### config.mk
export PLATFORM = sky130hd
export DESIGN_NAME = tawas_ls
export DESIGN_NICKNAME = d
export VERILOG_FILES = /design/src/hw/tawas_pkg.sv /design/src/hw/tawas_ls.sv
export SDC_FILE = /design/constraint.sdc
export NUM_CORES = 1
export LEC_CHECK = 0
export ABC_AREA = 1
export ABC_CLOCK_PERIOD_IN_PS = 1900
export BUFFER_PORTS_ARGS = -buffer_cell sky130_fd_sc_hd__buf_2
export CAP_MARGIN = 10
export CORE_ASPECT_RATIO = 1.1
export CORE_MARGIN = 2
export CORE_UTILIZATION = 40
export DETAILED_ROUTE_END_ITERATION = 10
export GPL_TIMING_DRIVEN = 0
export PLACE_DENSITY = 0.66
export SLEW_MARGIN = 15
export SYNTH_ARGS = -nofsm -noshare
export SYNTH_HDL_FRONTEND = slang
export SYNTH_SLANG_ARGS = --single-unit
### constraint.sdc
create_clock -name clk -period 1.9 [get_ports clk]
set_clock_uncertainty 0.05 [all_clocks]
set_input_delay 0.38 -clock clk [delete_from_list [all_inputs] [get_ports clk]]
set_output_delay 0.38 -clock clk [all_outputs]
set_load 0.05 [all_outputs]
### src/hw/tawas_pkg.sv
// shared constants for the load/store subsystem, imported by every module and the testbench
`default_nettype none

package tawas_pkg;

    localparam logic [11:0] apb_ctrl = 12'h000;
    localparam logic [11:0] apb_op = 12'h004;
    localparam logic [11:0] apb_dir = 12'h008;
    localparam logic [11:0] apb_dir_addr = 12'h00c;
    localparam logic [11:0] apb_status = 12'h010;
    localparam logic [11:0] apb_reg_base = 12'h020;    // eight words, 4 bytes apart

    localparam int op_store = 14;
    localparam int op_ptr_upd = 13;
    localparam int op_size_hi = 12;
    localparam int op_size_lo = 11;
    localparam int op_off_lsb = 6;                      // 5-bit offset field
    localparam int op_ptr_lsb = 3;
    localparam int op_data_lsb = 0;

    localparam logic [1:0] sz_byte = 2'b00;
    localparam logic [1:0] sz_half = 2'b01;
    localparam logic [1:0] sz_word = 2'b10;             // any code with the high bit set is a word

    localparam int ls_load_latency = 3;
    localparam int dmem_words = 256;

    localparam logic [1:0] st_idle = 2'd0;
    localparam logic [1:0] st_issue = 2'd1;
    localparam logic [1:0] st_wait = 2'd2;

endpackage

`default_nettype wire

### src/hw/tawas_ls.sv
// load/store unit: turns one op word or direct descriptor into a data bus request and a writeback
`default_nettype none

module tawas_ls
    import tawas_pkg::*;
(
    input  wire         clk,
    input  wire         rst,

    output logic [31:0] daddr,
    output logic        dcs,
    output logic        rcn_cs,
    output logic [2:0]  writeback_reg,
    output logic        dwr,
    output logic [3:0]  dmask,
    output logic [31:0] dout,
    input  wire  [31:0] din,

    input  wire         ls_op_vld,
    input  wire  [14:0] ls_op,

    input  wire         ls_dir_vld,
    input  wire         ls_dir_store,
    input  wire  [2:0]  ls_dir_sel,
    input  wire  [31:0] ls_dir_addr,

    output logic [2:0]  ls_ptr_sel,
    input  wire  [31:0] ls_ptr,

    output logic [2:0]  ls_store_sel,
    input  wire  [31:0] ls_store,

    output logic        ls_ptr_upd_vld,
    output logic [2:0]  ls_ptr_upd_sel,
    output logic [31:0] ls_ptr_upd,

    output logic        ls_load_vld,
    output logic [2:0]  ls_load_sel,
    output logic [31:0] ls_load
);

    logic [1:0]  ls_size;
    logic [4:0]  off_fld;
    logic [2:0]  data_reg;
    logic        req;
    logic        wr_en;
    logic        rcn_space;
    logic [31:0] addr_offset;
    logic [31:0] addr_adj;
    logic [31:0] addr_next;
    logic [31:0] addr_out;
    logic [31:0] wr_data;
    logic [3:0]  data_mask;
    logic [7:0]  ld_d1;
    logic [7:0]  ld_d2;
    logic [7:0]  ld_d3;
    logic [31:0] rd_data;

    assign req = ls_op_vld || ls_dir_vld;
    assign ls_size = ls_dir_vld ? sz_word : ls_op[op_size_hi:op_size_lo];  // direct is always a word
    assign off_fld = ls_op[op_off_lsb+4:op_off_lsb];
    assign data_reg = ls_dir_vld ? ls_dir_sel : ls_op[op_data_lsb+2:op_data_lsb];

    assign ls_ptr_sel = ls_op[op_ptr_lsb+2:op_ptr_lsb];
    assign ls_store_sel = data_reg;

    always_comb
    begin
        if (ls_size[1])
        begin
            addr_offset = {25'd0, off_fld, 2'd0};
            addr_adj = {{25{off_fld[4]}}, off_fld, 2'd0};
        end
        else if (ls_size == sz_half)
        begin
            addr_offset = {26'd0, off_fld, 1'b0};
            addr_adj = {{26{off_fld[4]}}, off_fld, 1'b0};
        end
        else
        begin
            addr_offset = {27'd0, off_fld};
            addr_adj = {{27{off_fld[4]}}, off_fld};
        end
    end

    assign addr_next = ls_ptr + (ls_op[op_ptr_upd] ? addr_adj : addr_offset);

    // a positive adjustment is applied after the access, a negative one before it
    assign addr_out = ls_dir_vld ? ls_dir_addr :
                      (ls_op[op_ptr_upd] && !addr_adj[31]) ? ls_ptr : addr_next;

    assign rcn_space = addr_out[31];
    assign wr_en = (ls_dir_vld && ls_dir_store) || (ls_op_vld && ls_op[op_store]);

    always_comb
    begin
        if (ls_size[1])
        begin
            wr_data = ls_store;
            data_mask = 4'b1111;
        end
        else if (ls_size == sz_half)
        begin
            wr_data = {2{ls_store[15:0]}};
            data_mask = addr_out[1] ? 4'b1100 : 4'b0011;
        end
        else
        begin
            wr_data = {4{ls_store[7:0]}};
            data_mask = 4'b0001 << addr_out[1:0];
        end
    end

    always_ff @(posedge clk or posedge rst)
    begin
        if (rst)
        begin
            dcs <= 1'b0;
            rcn_cs <= 1'b0;
            dwr <= 1'b0;
            dmask <= 4'b0000;
            ls_ptr_upd_vld <= 1'b0;
        end
        else
        begin
            dcs <= req && !rcn_space;
            rcn_cs <= req && rcn_space;         // ring-bus space takes its own select
            dwr <= req && wr_en;
            dmask <= req ? data_mask : 4'b0000;
            ls_ptr_upd_vld <= ls_op_vld && ls_op[op_ptr_upd];
        end
    end

    always_ff @(posedge clk)
    begin
        if (req)
        begin
            daddr <= {addr_out[31:2], 2'b00};
            dout <= wr_en ? wr_data : 32'd0;
            writeback_reg <= data_reg;
            ls_ptr_upd_sel <= ls_ptr_sel;
            ls_ptr_upd <= addr_next;
        end
    end

    // tag pipeline carries {load valid, size, byte offset, destination} to the writeback stage
    always_ff @(posedge clk or posedge rst)
    begin
        if (rst)
        begin
            ld_d1 <= 8'd0;
            ld_d2 <= 8'd0;
            ld_d3 <= 8'd0;
        end
        else
        begin
            ld_d1 <= req ? {!wr_en && !rcn_space, ls_size, addr_out[1:0], data_reg} : 8'd0;
            ld_d2 <= ld_d1;
            ld_d3 <= ld_d2;
        end
    end

    always_ff @(posedge clk)
    begin
        if (ld_d2[7])
            rd_data <= din;
    end

    always_comb
    begin
        if (ld_d3[6])
            ls_load = rd_data;
        else if (ld_d3[6:5] == sz_half)
            ls_load = ld_d3[4] ? {16'd0, rd_data[31:16]} : {16'd0, rd_data[15:0]};
        else
        begin
            case (ld_d3[4:3])
                2'd0: ls_load = {24'd0, rd_data[7:0]};
                2'd1: ls_load = {24'd0, rd_data[15:8]};
                2'd2: ls_load = {24'd0, rd_data[23:16]};
                default: ls_load = {24'd0, rd_data[31:24]};
            endcase
        end
    end

    assign ls_load_vld = ld_d3[7];
    assign ls_load_sel = ld_d3[2:0];

endmodule

`default_nettype wire

==> results of run 1 <==
==> power groups by stage <==
stage | Sequential, W | Clock, W | Combinational [W]
floorplan | 0.00581 | 0 | 0.00142
global placement | 0.00461 | 0 | 0.00359
detailed placement | 0.00461 | 0 | 0.00362
CTS | 0.00456 | 0.00368 | 0.00426
global route | 0.00460 | 0.00383 | 0.00490
finish | 0.00457 | 0.00363 | 0.00466
==> cell usage after synthesis, types with 2 or more instances <==
cell,number
a211oi_1,3
a21o_1,3
a21oi_1,84
a21oi_2,3
a31oi_1,3
buf_2,4
buf_4,8
clkbuf_1,24
dfrtp_1,32
edfxtp_1,132
ha_1,31
inv_1,117
nand2_1,266
nand2_2,6
nand3_1,48
nand3_2,4
nand4_1,7
nor2_1,81
nor2_2,2
nor3_1,10
nor4_1,2
o211ai_1,2
o21a_1,4
o21ai_0,87
o21ai_1,8
o21bai_1,5
o22ai_1,8
or2_2,3
xnor2_1,4
xor2_1,10
==> worst max-delay path by stage <==
stage | from | to | slack, ns | cells past startpoint
2_1_floorplan | ls_dir_vld | daddr[23] | -0.84 | 20
3_3_place_gp | ls_op_vld | ls_ptr_upd[24] | -1.83 | 3
3_5_place_dp | ls_dir_vld | daddr[19] | -1.53 | 16
4_1_cts | ls_op[12] | daddr[23] | -0.50 | 20
5_1_grt | ls_dir_vld | daddr[23] | -0.69 | 20
6_report | ls_dir_vld | daddr[24] | -0.57 | 19
==> final cells by class <==
type,count,area [sq um]
buffer,33,304
timing repair buffer,390,2620
clock buffer,19,475
clock inverter,13,153
sequential,164,4770
tap,295,369
multi-input combinational,692,4880
timing repair inverter,1,7.51
inverter,119,473
antenna,6,15.0
fill,1716,7820
==> cells by family after synthesis <==
logic type / count (synthesis) / synth area share
simple gates: 430 / 0.199
compound gates: 214 / 0.131
flops: 164 / 0.538
buf+inv: 157 / 0.0714
fa+ha+maj: 32 / 0.0461
xor+xnor: 14 / 0.0138
other cells: 1 / 0.000424
==> worst max-delay path, cell delays in order <==
cell,delay [ns]
buf_12,0.11
nor2_4,0.19
inv_4,0.07
buf_8,0.13
a21oi_1,0.09
o21ai_1,0.07
o21ai_1,0.11
inv_1,0.10
ha_4,0.19
buf_12,0.13
o21ai_4,0.21
inv_2,0.09
a21o_1,0.23
nand3_2,0.09
nand3_2,0.07
nand2_2,0.08
nand3_2,0.11
nand2_2,0.09
nand2_1,0.05
==> stage by stage <==
stage	instance area, sq um	TNS, ns	setup slack [ns]	instances
floorplan	9110	-116.12	-0.837	1013
global placement	11000	-266.82	-1.83	1606
detailed placement	11000	-90.45	-1.53	1609
CTS	13300	-23.59	-0.502	1701
global route	14100	-38.48	-0.692	1731
finish	14100	-31.56	-0.568	1732
==> per-layer routing <==
metal / global-route usage / vias to the layer above / wire length, um
met3: 0.0540 / 80 / 1840
met5: 0 / - / 12
met2: 0.475 / 349 / 17000
li1: - / 4226 / -
met4: 0.119 / 2 / 1290
met1: 0.314 / 4244 / 12900
==> what timing repair did <==
item                                    CTS  global route
hold buffers                              0             0
endpoints found under the setup margin  102            99
cloned                                    3             0
pin swaps                                60            55
buffers inserted                         62            29
gates resized for setup                 287           173
==> results.json, run 1 <==
{
  "grt_pass1_wl_um": 47800,
  "grt_start_max_net_pins": 38,
  "min_period_ns": 2.47,
  "drc": 0,
  "setup_viol": 90,
  "hold_path_class": "input port to asynchronous set/reset pin",
  "h-tree-depth": 4,
  "synthesis.area_sq_um": 8850,
  "p_sw_frac": 0.394,
  "pwr-share-comb": 0.363,
  "reg2reg_from": "ld_d2[7]",
  "ant_nets": 0,
  "hpwlAfterDp_um": 22600,
  "outcome": "finished with violations",
  "crit_fanout": 4,
  "place.gp.congestion": 0.916,
  "grt_setup_unrepaired": "yes",
  "drive_above_1_share": 0.500,
  "end_kind": "flip-flop",
  "drv_cap": 0,
  "clkSinkCount": 164,
  "die_w_um": 146,
  "path_class": "input port to flip-flop",
  "p_total_w": 0.0129,
  "portBuffers": 298,
  "synth_cell_types": 41,
  "r2r-end": "rd_data[7]",
  "antenna_found_initial": 6,
  "drt_iter0_drc": 558,
  "grt_pass1_vias": 8696,
  "cts-buffers-inserted": 17,
  "io_pins": 303,
  "fin_hold_ws_ns": -0.0175,
  "tightestPinTransition_ns": 0.768,
  "pwr-share-clk": 0.282,
  "synth_seq_cells": 164,
  "core_sq_um": 21900,
  "reg_top3": "dout (32), ls_ptr_upd (32), rd_data (32)",
  "setup_ws_ns": -0.568,
  "p_sw_w": 0.00507,
  "std_cell_rows": 57,
  "nNetsFinal": 1601,
  "layout_common_cells": "buf_2, nand2_1, edfxtp_1",
  "power_density_nw_per_um2": 914,
  "ys_warn_count": 0,
  "period_share": 1.30,
  "viasPerCell": 5.14,
  "synth_top_area_frac": 0.448,
  "required_ns": 2.05,
  "clkTransAtPathRegs_ns": 0.07,
  "cp.arrival_ns": 2.62,
  "ys_top_cells_by_area": "edfxtp_1, nand2_1, dfrtp_1",
  "reg2reg_depth": 0,
  "netlist_instances": 1012,
  "p_leak_nw": 6.61,
  "root_buffer": "clkbuf_16",
  "start_util": 0.404,
  "final_common_cell": "buf_2",
  "wl_per_cell_um": 19.1,
  "hold_viol_final": 32,
  "final_core_util": 0.643,
  "maxSlewHeadroom": 0.488,
  "clockBufferDepth": 2,
  "cts_tree": "yes",
  "area_growth_pct": 58.9,
  "grtUsageTotal": 0.268,
  "rrSetupSlack_ns": 0.59,
  "dr.pass1.iters": 5,
  "design.die.area_sq_um": 23300,
  "routed_wl_um": 33000,
  "asyncSetResetFlopFracSynth": 0.195,
  "ys_seq_area_frac": 0.538,
  "p_int_w": 0.00779,
  "irDropWorstVdd_mv": 0.588,
  "ys.flop_type": "edfxtp_1",
  "synth_top_cell_by_area": "edfxtp_1",
  "syn_area_per_cell_sq_um": 8.75,
  "grt_overflow": 0,
  "critPathLaunchType": "input port",
  "fmax_mhz": 405,
  "violations": "negative hold slack, negative setup slack",
  "slew_viol_final": 0,
  "seqPwrFrac": 0.355,
  "fp.dieH_um": 160,
  "vias": 8901,
  "clock_latency_ns": 0.43,
  "synth_edf_count": 132
}
(Power assumes the default switching activity.)
==> run 2: changes to the inputs <==
--- a/config.mk
+++ b/config.mk
@@ -9,12 +9,15 @@
 export ABC_CLOCK_PERIOD_IN_PS = 1900
 export BUFFER_PORTS_ARGS = -buffer_cell sky130_fd_sc_hd__buf_2
 export CAP_MARGIN = 10
+export CELL_PAD_IN_SITES_DETAIL_PLACEMENT = 0
+export CELL_PAD_IN_SITES_GLOBAL_PLACEMENT = 1
 export CORE_ASPECT_RATIO = 1.1
 export CORE_MARGIN = 2
-export CORE_UTILIZATION = 40
+export CORE_UTILIZATION = 35
+export CTS_BUF_LIST = sky130_fd_sc_hd__clkbuf_16
 export DETAILED_ROUTE_END_ITERATION = 10
 export GPL_TIMING_DRIVEN = 0
-export PLACE_DENSITY = 0.66
+export PLACE_DENSITY_LB_ADDON = 0.1
 export SLEW_MARGIN = 15
 export SYNTH_ARGS = -nofsm -noshare
 export SYNTH_HDL_FRONTEND = slang
==> run 2 against run 1 <==
Compared with the run above:
- the run still ends with negative hold slack, negative setup slack left
- sequential cell count did not move
- power fell by 3.3%
- first-iteration DRC count fell by 25%
- global-route usage fell by 4.0 points
- final area rose by 0.98%
- routed wire length fell by 5.2%
- combinational power barely moved
- sequential power barely moved
- setup slack improved by 0.018 ns
==> results.json, run 2 (same netlist as run 1, synthesis figures left out) <==
{
  "design.die.area_sq_um": 26600,
  "p_sw_frac": 0.390,
  "p_sw_w": 0.00484,
  "grt_setup_unrepaired": "yes",
  "io_pins": 303,
  "period_share": 1.29,
  "hold_path_class": "input port to asynchronous set/reset pin",
  "seqPwrFrac": 0.366,
  "fmax_mhz": 408,
  "fin_hold_ws_ns": -0.0199,
  "rrSetupSlack_ns": 0.62,
  "final_core_util": 0.566,
  "std_cell_rows": 61,
  "p_leak_nw": 6.59,
  "path_class": "input port to flip-flop",
  "hold_viol_final": 24,
  "p_total_w": 0.0124,
  "clkSinkCount": 164,
  "viasPerCell": 4.88,
  "ant_nets": 0,
  "p_int_w": 0.00759,
  "layout_common_cells": "buf_2, nand2_1, edfxtp_1",
  "cp-endpoint": "daddr[19]",
  "setup_ws_ns": -0.550,
  "start_util": 0.353,
  "wl_per_cell_um": 17.9,
  "drv_cap": 0,
  "grt_pass1_wl_um": 46200,
  "clkTransAtPathRegs_ns": 0.07,
  "required_ns": 2.03,
  "violations": "negative hold slack, negative setup slack",
  "min_period_ns": 2.45,
  "critPathLaunchType": "input port",
  "cp.arrival_ns": 2.58,
  "drive_above_1_share": 0.508,
  "portBuffers": 298,
  "cts-buffers-inserted": 17,
  "drc": 0,
  "reg_top3": "dout (32), ls_ptr_upd (32), rd_data (32)",
  "r2r-end": "rd_data[8]",
  "core_sq_um": 25100,
  "cp-startpoint": "ls_dir_vld",
  "grt_start_max_net_pins": 36,
  "place_inst": 1629,
  "dr.pass1.iters": 4,
  "die_w_um": 156,
  "root_buffer": "clkbuf_16",
  "drt_iter0_drc": 418,
  "grt_overflow": 0,
  "final_common_cell": "buf_2",
  "setup_viol": 122,
  "tightestPinTransition_ns": 0.726,
  "cts_hold_buf": 0,
  "tns_ns": -26.93,
  "grtUsageTotal": 0.228,
  "nNetsFinal": 1596,
  "hpwlAfterDp_um": 22700,
  "power_density_nw_per_um2": 875,
  "reg2reg_depth": 0,
  "fp.dieH_um": 171,
  "place.gp.congestion": 0.869,
  "outcome": "finished with violations",
  "irDropWorstVdd_mv": 0.503,
  "reg2reg_from": "ld_d2[7]",
  "grt_pass1_vias": 8439,
  "area_growth_pct": 60.5,
  "nFillCells": 2297,
  "pwr-share-clk": 0.257,
  "pwr-share-comb": 0.377,
  "fin_cells": 1746,
  "end_kind": "flip-flop",
  "clockBufferDepth": 2,
  "clock_latency_ns": 0.43,
  "crit_fanout": 5,
  "antenna_found_initial": 6,
  "routed_wl_um": 31300,
  "vias": 8515,
  "slew_viol_final": 0,
  "h-tree-depth": 4,
  "maxSlewHeadroom": 0.516,
  "cts_tree": "yes"
}
==> run 2: layer usage <==
layer / global-route usage / vias up / routed length (um)
met3: 0.0382 / 42 / 1290
met1: 0.266 / 4045 / 12400
met2: 0.422 / 231 / 17100
met5: 0 / - / 13
met4: 0.0782 / 2 / 609
li1: - / 4195 / -
==> run 2: layout make-up <==
| cell class | count | area (sq um) | area share |
|---|---|---|---|
| multi-input combinational | 692 | 5110 | 0.360 |
| sequential | 164 | 4770 | 0.336 |
| timing repair buffer | 385 | 2610 | 0.183 |
| inverter | 119 | 470 | 0.0331 |
| clock buffer | 17 | 425 | 0.0299 |
| tap | 315 | 394 | 0.0277 |
| buffer | 33 | 312 | 0.0219 |
| clock inverter | 15 | 104 | 0.00731 |
| antenna | 5 | 12.5 | 0.000881 |
| timing repair inverter | 1 | 7.51 | 0.000528 |
==> run 2: power by group through the flow <==
stage / clock, W / combinational, W / sequential (W)
global route: 0.00341 / 0.00496 / 0.00460
CTS: 0.00328 / 0.00427 / 0.00455
detailed placement: 0 / 0.00363 / 0.00460
floorplan: 0 / 0.00142 / 0.00581
global placement: 0 / 0.00360 / 0.00460
finish: 0.00320 / 0.00468 / 0.00455
==> run 2: what timing repair did <==
item	CTS	global route
setup endpoints to repair	102	99
pin swaps	59	73
gates cloned	2	2
buffers inserted	56	26
resized for setup	303	189
==> run 2: worst min-delay path by stage <==
stage	startpoint	endpoint	slack (ns)
2_1_floorplan	ld_d1[0]	ld_d2[0]	0.28
3_3_place_gp	ld_d2[2]	ld_d3[2]	0.28
3_5_place_dp	ld_d1[4]	ld_d2[4]	0.28
4_1_cts	din[22]	rd_data[22]	0.05
5_1_grt	rst	dcs	0.03
6_report	rst	ld_d3[1]	-0.02
==> run 2: per-stage QoR <==
stage	hold slack, ns	setup WS, ns	area, sq um
floorplan	0.281	-0.837	9110
finish	-0.0199	-0.550	14200
detailed placement	0.285	-1.55	11100
global route	0.0304	-0.681	14200
CTS	0.0478	-0.480	13200
global placement	0.283	-1.83	11000
==> run 2: critical path, cell delays in order <==
cell      delay, ns
buf_12         0.11
nor2_4         0.18
inv_4          0.07
buf_8          0.13
buf_6          0.11
nor2_4         0.13
a221oi_4       0.09
ha_4           0.28
nand2_8        0.11
inv_4          0.04
a21oi_4        0.13
nand2_4        0.09
buf_12         0.14
a21oi_4        0.14
o21ai_1        0.07
nand2_1        0.10
nand3_1        0.10
nand3_2        0.11
nand2_1        0.05
